===== src/verilog/biu_csr_pkg.sv =====
// biu csr package
// widths and request word for the core to L2 CSR side-band path

package biu_csr_pkg;

  //============================================================
  // field widths
  //============================================================
  // operation code driven by the core
  localparam int csr_op_w    = 16;
  // write data of a CSR write
  localparam int csr_wdata_w = 64;
  // read data returned by the L2 on completion
  localparam int csr_rdata_w = 128;

  //============================================================
  // request word
  //============================================================
  // 80 bits in pad order, op on top and wdata below
  typedef struct packed {
    // op field, bits 79:64
    logic [csr_op_w-1:0]    op;
    // wdata field, bits 63:0
    logic [csr_wdata_w-1:0] wdata;
  } biu_csr_req_t;

endpackage : biu_csr_pkg


===== src/verilog/biu_sb_pkg.sv =====
// biu side-band package
// widths, interrupt levels and configuration buses between pads and core

package biu_sb_pkg;

  //============================================================
  // bus widths
  //============================================================
  // physical address width for rvba and apb base
  localparam int addr_w     = 40;
  // global time counter
  localparam int time_w     = 64;
  // number of L2 perf counters
  localparam int hpcp_cnt_n = 4;
  // hart id from the pads
  localparam int hartid_w   = 3;

  //============================================================
  // interrupt levels
  //============================================================
  // machine and supervisor external, timer, software
  typedef struct packed {
    logic me;
    logic mt;
    logic ms;
    logic se;
    logic st;
    logic ss;
  } biu_irq_t;

  //============================================================
  // static configuration
  //============================================================
  // reset vector base above apb base, 80 bits total
  typedef struct packed {
    logic [addr_w-1:0] rvba;
    logic [addr_w-1:0] apb_base;
  } biu_cfg_t;

endpackage : biu_sb_pkg


===== src/verilog/biu_irq_sync.sv =====
// biu interrupt and debug request synchronizer
// two-flop sync of pad levels into the core clock, plus wakeup indications

`timescale 1ns/1ps

module biu_irq_sync (
  input  logic                 forever_coreclk,
  input  logic                 cpurst_b,
  input  biu_sb_pkg::biu_irq_t pad_irq,
  input  logic                 pad_dbgrq_b,
  output biu_sb_pkg::biu_irq_t core_irq,
  output logic                 sdb_req_b,
  output logic                 int_wakeup,
  output logic                 dbg_wakeup
);

  import biu_sb_pkg::*;

  // first stage may go metastable, second stage is clean
  biu_irq_t irq_ff1;
  biu_irq_t irq_ff2;
  logic     dbgrq_b_ff1;
  logic     dbgrq_b_ff2;

  //============================================================
  // interrupt request levels
  //============================================================
  // all six levels idle low out of reset
  always_ff @(posedge forever_coreclk or negedge cpurst_b)
  begin
    if (!cpurst_b)
    begin
      irq_ff1 <= '0;
      irq_ff2 <= '0;
    end
    else
    begin
      irq_ff1 <= pad_irq;
      irq_ff2 <= irq_ff1;
    end
  end

  // core sees the second stage only
  assign core_irq   = irq_ff2;
  // any pending level wakes the core
  assign int_wakeup = |irq_ff2;

  //============================================================
  // debug request
  //============================================================
  // active low, so the chain idles high
  always_ff @(posedge forever_coreclk or negedge cpurst_b)
  begin
    if (!cpurst_b)
    begin
      dbgrq_b_ff1 <= 1'b1;
      dbgrq_b_ff2 <= 1'b1;
    end
    else
    begin
      dbgrq_b_ff1 <= pad_dbgrq_b;
      dbgrq_b_ff2 <= dbgrq_b_ff1;
    end
  end

  assign sdb_req_b  = dbgrq_b_ff2;
  // pending debug request also wakes the core
  assign dbg_wakeup = ~dbgrq_b_ff2;

endmodule : biu_irq_sync


===== src/verilog/biu_csr_bridge.sv =====
// biu CSR bridge
// launches one L2 CSR request per select edge, returns completion and read data

`timescale 1ns/1ps

module biu_csr_bridge (
  input  logic                                 forever_coreclk,
  input  logic                                 cpurst_b,
  // core side, select held as a level with the request
  input  logic                                 csr_sel,
  input  biu_csr_pkg::biu_csr_req_t            csr_req,
  // L2 completion
  input  logic                                 pad_csr_cmplt,
  input  logic [biu_csr_pkg::csr_rdata_w-1:0]  pad_csr_rdata,
  // L2 request
  output logic                                 pad_csr_sel,
  output biu_csr_pkg::biu_csr_req_t            pad_csr_req,
  // core return
  output logic                                 csr_cmplt,
  output logic [biu_csr_pkg::csr_rdata_w-1:0]  csr_rdata
);

  // select level seen last cycle
  logic csr_sel_ff;
  // rising edge of the held select
  logic csr_launch;

  //============================================================
  // request launch
  //============================================================
  always_ff @(posedge forever_coreclk or negedge cpurst_b)
  begin
    if (!cpurst_b)
      csr_sel_ff <= 1'b0;
    else
      csr_sel_ff <= csr_sel;
  end

  // new request only on a low to high select
  // a held level gives no second launch
  assign csr_launch = csr_sel & ~csr_sel_ff;

  // one-cycle select pulse toward the L2
  always_ff @(posedge forever_coreclk or negedge cpurst_b)
  begin
    if (!cpurst_b)
      pad_csr_sel <= 1'b0;
    else
      pad_csr_sel <= csr_launch;
  end

  // request word loads with the pulse and holds until the next launch
  always_ff @(posedge forever_coreclk)
  begin
    if (csr_launch)
      pad_csr_req <= csr_req;
  end

  //============================================================
  // completion return
  //============================================================
  // strobe delayed by one cycle
  always_ff @(posedge forever_coreclk or negedge cpurst_b)
  begin
    if (!cpurst_b)
      csr_cmplt <= 1'b0;
    else
      csr_cmplt <= pad_csr_cmplt;
  end

  // read data kept until the next completion
  always_ff @(posedge forever_coreclk)
  begin
    if (pad_csr_cmplt)
      csr_rdata <= pad_csr_rdata;
  end

endmodule : biu_csr_bridge


===== src/verilog/biu_sideband_regs.sv =====
// biu side-band registers
// registers configuration, time, power mode and perf counter signals on the core clock

`timescale 1ns/1ps

module biu_sideband_regs (
  input  logic                                  forever_coreclk,
  input  logic                                  cpurst_b,
  // slow pad buses into the core
  input  logic [biu_sb_pkg::addr_w-1:0]         pad_rvba,
  input  logic [biu_sb_pkg::addr_w-1:0]         pad_apb_base,
  input  logic [biu_sb_pkg::time_w-1:0]         pad_time,
  input  logic [biu_sb_pkg::hartid_w-1:0]       hartid,
  // power mode from cp0 and debug
  input  logic [1:0]                            cp0_lpmd_b,
  input  logic [1:0]                            had_jdb_pm,
  // perf counters
  input  logic [biu_sb_pkg::hpcp_cnt_n-1:0]     hpcp_cnt_en,
  input  logic [biu_sb_pkg::hpcp_cnt_n-1:0]     pad_l2of_int,
  output biu_sb_pkg::biu_cfg_t                  core_cfg,
  output logic [biu_sb_pkg::time_w-1:0]         core_time,
  output logic [biu_sb_pkg::hartid_w-1:0]       core_id,
  output logic [1:0]                            had_coreid,
  output logic                                  pad_lpmd_b,
  output logic                                  pad_jdb_pm,
  output logic                                  normal_work,
  output logic [biu_sb_pkg::hpcp_cnt_n-1:0]     pad_cnt_en,
  output logic [biu_sb_pkg::hpcp_cnt_n-1:0]     core_l2of_int
);

  //============================================================
  // core id
  //============================================================
  // hart id is static, no flop needed
  assign core_id    = hartid;
  // debug unit only decodes the low two bits
  assign had_coreid = hartid[1:0];

  //============================================================
  // config and time, data only
  //============================================================
  // rvba and apb base are stable long before reset release
  always_ff @(posedge forever_coreclk)
  begin
    core_cfg.rvba     <= pad_rvba;
    core_cfg.apb_base <= pad_apb_base;
    // global time sampled every cycle
    core_time         <= pad_time;
  end

  //============================================================
  // power mode out
  //============================================================
  // lpmd_b idles high, meaning normal run
  always_ff @(posedge forever_coreclk or negedge cpurst_b)
  begin
    if (!cpurst_b)
    begin
      pad_lpmd_b <= 1'b1;
      pad_jdb_pm <= 1'b0;
    end
    else
    begin
      pad_lpmd_b <= cp0_lpmd_b[0];
      pad_jdb_pm <= had_jdb_pm[1];
    end
  end

  // core is working whenever no low power mode is requested
  assign normal_work = pad_lpmd_b;

  //============================================================
  // perf counter controls, both directions
  //============================================================
  always_ff @(posedge forever_coreclk or negedge cpurst_b)
  begin
    if (!cpurst_b)
    begin
      pad_cnt_en    <= '0;
      core_l2of_int <= '0;
    end
    else
    begin
      // enables toward the L2 counters
      pad_cnt_en    <= hpcp_cnt_en;
      // overflow interrupts back to the core
      core_l2of_int <= pad_l2of_int;
    end
  end

endmodule : biu_sideband_regs


===== src/verilog/biu_io_sync_top.sv =====
// biu side-band io synchronizer
// joins interrupt sync, CSR bridge and side-band registers between pads and core

`timescale 1ns/1ps

module biu_io_sync_top (
  input  logic                                  forever_coreclk,
  input  logic                                  cpurst_b,
  // interrupts and debug request
  input  biu_sb_pkg::biu_irq_t                  pad_irq,
  input  logic                                  pad_dbgrq_b,
  output biu_sb_pkg::biu_irq_t                  core_irq,
  output logic                                  sdb_req_b,
  output logic                                  int_wakeup,
  output logic                                  dbg_wakeup,
  // CSR path to the L2
  input  logic                                  csr_sel,
  input  biu_csr_pkg::biu_csr_req_t             csr_req,
  input  logic                                  pad_csr_cmplt,
  input  logic [biu_csr_pkg::csr_rdata_w-1:0]   pad_csr_rdata,
  output logic                                  pad_csr_sel,
  output biu_csr_pkg::biu_csr_req_t             pad_csr_req,
  output logic                                  csr_cmplt,
  output logic [biu_csr_pkg::csr_rdata_w-1:0]   csr_rdata,
  // configuration and status
  input  logic [biu_sb_pkg::addr_w-1:0]         pad_rvba,
  input  logic [biu_sb_pkg::addr_w-1:0]         pad_apb_base,
  input  logic [biu_sb_pkg::time_w-1:0]         pad_time,
  input  logic [biu_sb_pkg::hartid_w-1:0]       hartid,
  input  logic [1:0]                            cp0_lpmd_b,
  input  logic [1:0]                            had_jdb_pm,
  input  logic [biu_sb_pkg::hpcp_cnt_n-1:0]     hpcp_cnt_en,
  input  logic [biu_sb_pkg::hpcp_cnt_n-1:0]     pad_l2of_int,
  output biu_sb_pkg::biu_cfg_t                  core_cfg,
  output logic [biu_sb_pkg::time_w-1:0]         core_time,
  output logic [biu_sb_pkg::hartid_w-1:0]       core_id,
  output logic [1:0]                            had_coreid,
  output logic                                  pad_lpmd_b,
  output logic                                  pad_jdb_pm,
  output logic                                  normal_work,
  output logic [biu_sb_pkg::hpcp_cnt_n-1:0]     pad_cnt_en,
  output logic [biu_sb_pkg::hpcp_cnt_n-1:0]     core_l2of_int
);

  //============================================================
  // interrupt and debug sync, 2 cycles
  //============================================================
  biu_irq_sync u_irq_sync (
    .forever_coreclk (forever_coreclk),
    .cpurst_b        (cpurst_b),
    .pad_irq         (pad_irq),
    .pad_dbgrq_b     (pad_dbgrq_b),
    .core_irq        (core_irq),
    .sdb_req_b       (sdb_req_b),
    .int_wakeup      (int_wakeup),
    .dbg_wakeup      (dbg_wakeup)
  );

  //============================================================
  // CSR request and completion, 1 cycle each way
  //============================================================
  biu_csr_bridge u_csr_bridge (
    .forever_coreclk (forever_coreclk),
    .cpurst_b        (cpurst_b),
    .csr_sel         (csr_sel),
    .csr_req         (csr_req),
    .pad_csr_cmplt   (pad_csr_cmplt),
    .pad_csr_rdata   (pad_csr_rdata),
    .pad_csr_sel     (pad_csr_sel),
    .pad_csr_req     (pad_csr_req),
    .csr_cmplt       (csr_cmplt),
    .csr_rdata       (csr_rdata)
  );

  //============================================================
  // config, time, power mode, counters
  //============================================================
  biu_sideband_regs u_sideband_regs (
    .forever_coreclk (forever_coreclk),
    .cpurst_b        (cpurst_b),
    .pad_rvba        (pad_rvba),
    .pad_apb_base    (pad_apb_base),
    .pad_time        (pad_time),
    .hartid          (hartid),
    .cp0_lpmd_b      (cp0_lpmd_b),
    .had_jdb_pm      (had_jdb_pm),
    .hpcp_cnt_en     (hpcp_cnt_en),
    .pad_l2of_int    (pad_l2of_int),
    .core_cfg        (core_cfg),
    .core_time       (core_time),
    .core_id         (core_id),
    .had_coreid      (had_coreid),
    .pad_lpmd_b      (pad_lpmd_b),
    .pad_jdb_pm      (pad_jdb_pm),
    .normal_work     (normal_work),
    .pad_cnt_en      (pad_cnt_en),
    .core_l2of_int   (core_l2of_int)
  );

endmodule : biu_io_sync_top


===== config.mk =====
export PLATFORM = sky130hd
export DESIGN_NAME = biu_io_sync_top
export DESIGN_NICKNAME = d
export VERILOG_FILES = /design/src/verilog/biu_csr_pkg.sv /design/src/verilog/biu_sb_pkg.sv /design/src/verilog/biu_irq_sync.sv /design/src/verilog/biu_csr_bridge.sv /design/src/verilog/biu_sideband_regs.sv /design/src/verilog/biu_io_sync_top.sv
export SDC_FILE = /design/constraint.sdc
export NUM_CORES = 1
export LEC_CHECK = 0
export BUFFER_PORTS_ARGS = -buffer_cell sky130_fd_sc_hd__buf_2
export CORE_AREA = 2 2 297 299
export DETAILED_ROUTE_END_ITERATION = 8
export DIE_AREA = 0 0 299 301
export PLACE_DENSITY = 0.3
export SYNTH_ARGS = -nofsm -noshare
export SYNTH_HDL_FRONTEND = slang
export SYNTH_SLANG_ARGS = --single-unit

===== constraint.sdc =====
create_clock -name forever_coreclk -period 12.1 [get_ports forever_coreclk]
set_clock_uncertainty 0.15 [all_clocks]
set_input_delay 1.815 -clock forever_coreclk [delete_from_list [all_inputs] [get_ports forever_coreclk]]
set_output_delay 1.815 -clock forever_coreclk [all_outputs]
set_load 0.02 [all_outputs]

==> results.md <==
| Metric | Value |
|:---|:---|
| Tot GR Track Use | 0.0774 |
| Worst Setup End Kind | primary output |
| Outcome | completed |
| Share of total power in the clock network | 0.446 |
| First-pass GRT wire length | 50400 um |
| Total number of vias | 6743 |
| Routed length per instance | 15.8 um |
| Horizontal die dimension | 299 um |
| Maximum number of pins on one net before global-route repair | 69 |
| Sequential cell fraction of total power | 0.471 |
| Clock-pin slew on the worst setup and hold paths | 0.06 ns |
| Violation count after the first detailed-routing iteration | 251 |
| Clock buffer depth | 3 |
| Row count | 108 |
| Part of the cycle the worst path needs | 0.312 |
| H-tree lvl count | 2 |
| Worst Tran Pin Value | 0.941 ns |
| P&R area growth vs syn | 67.8% |
| Area share of the leading cell type in the synthesized netlist | 0.632 |
| Max_cap viols | 0 |
| Pins over their slew limit | 0 |
| Switching Share | 0.236 |
| Post-layout net count | 1558 |
| Peak ir drop on the vdd network | 0.000117 V |
| Dpl cell area | 0.0150 sq mm |
| Final setup violation count | 0 |
| Number of global-route vias before repair | 7264 |
| Unrepaired setup endpoints after global routing | no |
| Share of cells above drive strength 1 | 0.675 |
| Maximum net fanout on the critical path | 1 |
| Path class of the lowest-slack min-delay path | reg -> reg |
| Final worst slack | 8.32 ns |
| Total internal power | 2370 uW |
| Post-synth net total | 768 |
| Post-Place Setup Slack | 8.16 ns |
| Height of the die | 301 um |
| Total of buffers placed on input and output ports | 746 |
| Wire length reported by the detailed router | 37600 um |
| Net switching power of the design | 734 uW |
| Post-CTS Hold Buffers | 0 |
| Launching element type of the critical path | primary input |
| Clock tree from TritonCTS | yes |
| Combinational cell fraction of total power | 0.083 |
| Synthesized area | 0.00988 sq mm |
| Clock latency on the worst-skew pair | 0.55 ns |
| Count of yosys warnings during synthesis | 0 |
| Data arrival at the endpoint of the critical path | 1.82 ns |
| #FFs+latches synth | 379 |
| Clock root buffer master | clkbuf_16 |
| Static power due to leakage | 0.00725 uW |
| Initial Utilization | 0.114 |
| Fmax | 265 MHz |
| Total power per unit cell area | 187 mW/mm^2 |
| Final hold vios | 0 |
| DR pass1 iterations | 4 |
| Cell count after synthesis | 390 |
| Floorplan die area | 0.0900 sq mm |
| Setup TNS after final layout | 0 ns |
| Category of the most critical setup path | in -> out |
| Post-detailed-placement half-perimeter wirelength | 29700 um |
| Initial antenna violation count | 18 |
| Leading area contributor after synthesis | edfxtp_1 |
| Total clock buffers created by CTS | 46 |
| Req. time, crit path | 10.14 ns |
| Max-slew headroom | 0.373 |
| Post-cts repair resize count | 0 |
| Global placer's final weighted congestion | 0.757 |
| Sequential cell area fraction in the yosys report | 0.993 |
| Clk sinks | 379 |
| Design area | 0.0166 sq mm |
| GR Overflow Total | 0 |
| Antenna Violating Nets Remaining | 0 |
| Min cycle time layout | 3.78 ns |
| Library cells used by synthesis | 10 |
| Ports | 757 |
| Main area contributors after synthesis | edfxtp_1 63%, dfxtp_1 29%, dfrtp_1 6.1% |
| Average via count per standard cell | 2.84 |
| Core footprint | 0.0865 sq mm |
| Synthesized area per cell | 25.3 sq um |
| Count of buffers added by post-CTS timing repair for setup | 0 |
| DRC viols | 0 |
-- stage by stage --
step,total power [uW],utilization,hold slack [ns],instances
3_3_place_gp,1760,0.174,0.182,2287
2_1_floorplan,1590,-,0.181,390
3_5_place_dp,1760,0.174,0.185,2287
6_report,3100,0.192,0.196,2376
4_1_cts,3190,0.192,0.197,2372
5_1_grt,3250,0.192,0.208,2372
-- state kept, by name, summed over array words and instances (netlist names), 4 cells and up --
register,cells
u_csr_bridge.csr_rdata,128
u_irq_sync.core_irq,6
u_sideband_regs.core_l2of_int,4
u_sideband_regs.core_time,64
u_sideband_regs.core_cfg,80
u_irq_sync.irq_ff1,6
u_sideband_regs.pad_cnt_en,4
u_csr_bridge.pad_csr_req,80
-- layer usage --
metal / global-route usage / vias up / routed length [um]
met1: 0.0708 / 3162 / 12000
met2: 0.142 / 496 / 19400
met3: 0.0449 / 70 / 5200
li1: - / 3013 / -
met5: 0 / - / 13
met4: 0.0260 / 2 / 1040
-- cells in the mapped netlist, drive strengths merged --
library cell,instances
nand2,1
dfrtp,24
edfxtp,208
inv,1
dfxtp,144
nor2,1
buf,6
dfstp,3
nor4,1
nor2b,1
-- kinds of logic after synthesis --
kind of cell,after synthesis,synth area share
DFF,379,0.993
buffers and inverters,7,0.00494
and+or+nand+nor,4,0.00203
-- cell usage in the layout, fill, tap and decap left out --
cell       netlist  layout
buf_2            0     745
buf_4            6       2
buf_6            0       1
bufinv_16        0       3
clkbuf_1         0      10
clkbuf_16        0      47
clkbuf_8         0      10
clkinv_1         0       5
clkinv_2         0       5
clkinv_4         0       2
dfrtp_1         24      24
dfstp_2          3       3
dfxtp_1        144     144
diode_2          0       4
edfxtp_1       208     208
inv_1            1       1
inv_6            0       3
nand2_1          1       1
nor2_1           1       1
nor2b_4          0       1
nor4_1           1       1
-- power groups by stage --
stage | Clock [uW] | Sequential (uW) | Combinational [uW]
after floorplan | 0 | 1590 | 7.11
after global placement | 0 | 1490 | 268
after detailed placement | 0 | 1490 | 266
after CTS | 1460 | 1460 | 266
after global routing | 1510 | 1470 | 276
final | 1380 | 1460 | 258
-- path summary, 6_finish.rpt --
check	startpoint	slack [ns]	cells after the start	endpoint
worst max-delay path	hartid[2]	8.32	0	core_id[2]
worst min-delay path	u_irq_sync.irq_ff1[4]	0.20	0	u_irq_sync.core_irq[4]
worst max register to register	u_csr_bridge.csr_sel_ff	9.98	2	u_csr_bridge.pad_csr_req[57]
worst min register to register	u_irq_sync.irq_ff1[4]	0.20	0	u_irq_sync.core_irq[4]
max in group asynchronous	cpurst_b	10.24	1	u_sideband_regs.pad_cnt_en[1]
min in group asynchronous	cpurst_b	1.14	1	u_sideband_regs.core_l2of_int[0]
-- area by class of cell --
class                      count  area, sq um
timing repair buffer         748         3750
multi-input combinational      4         27.5
sequential                   379         9810
antenna                        4         10.0
fill                        9474        69900
clock inverter                18          178
clock buffer                  67         1350
tap                         1155         1450
inverter                       1         3.75
(Power assumes the default switching activity.)
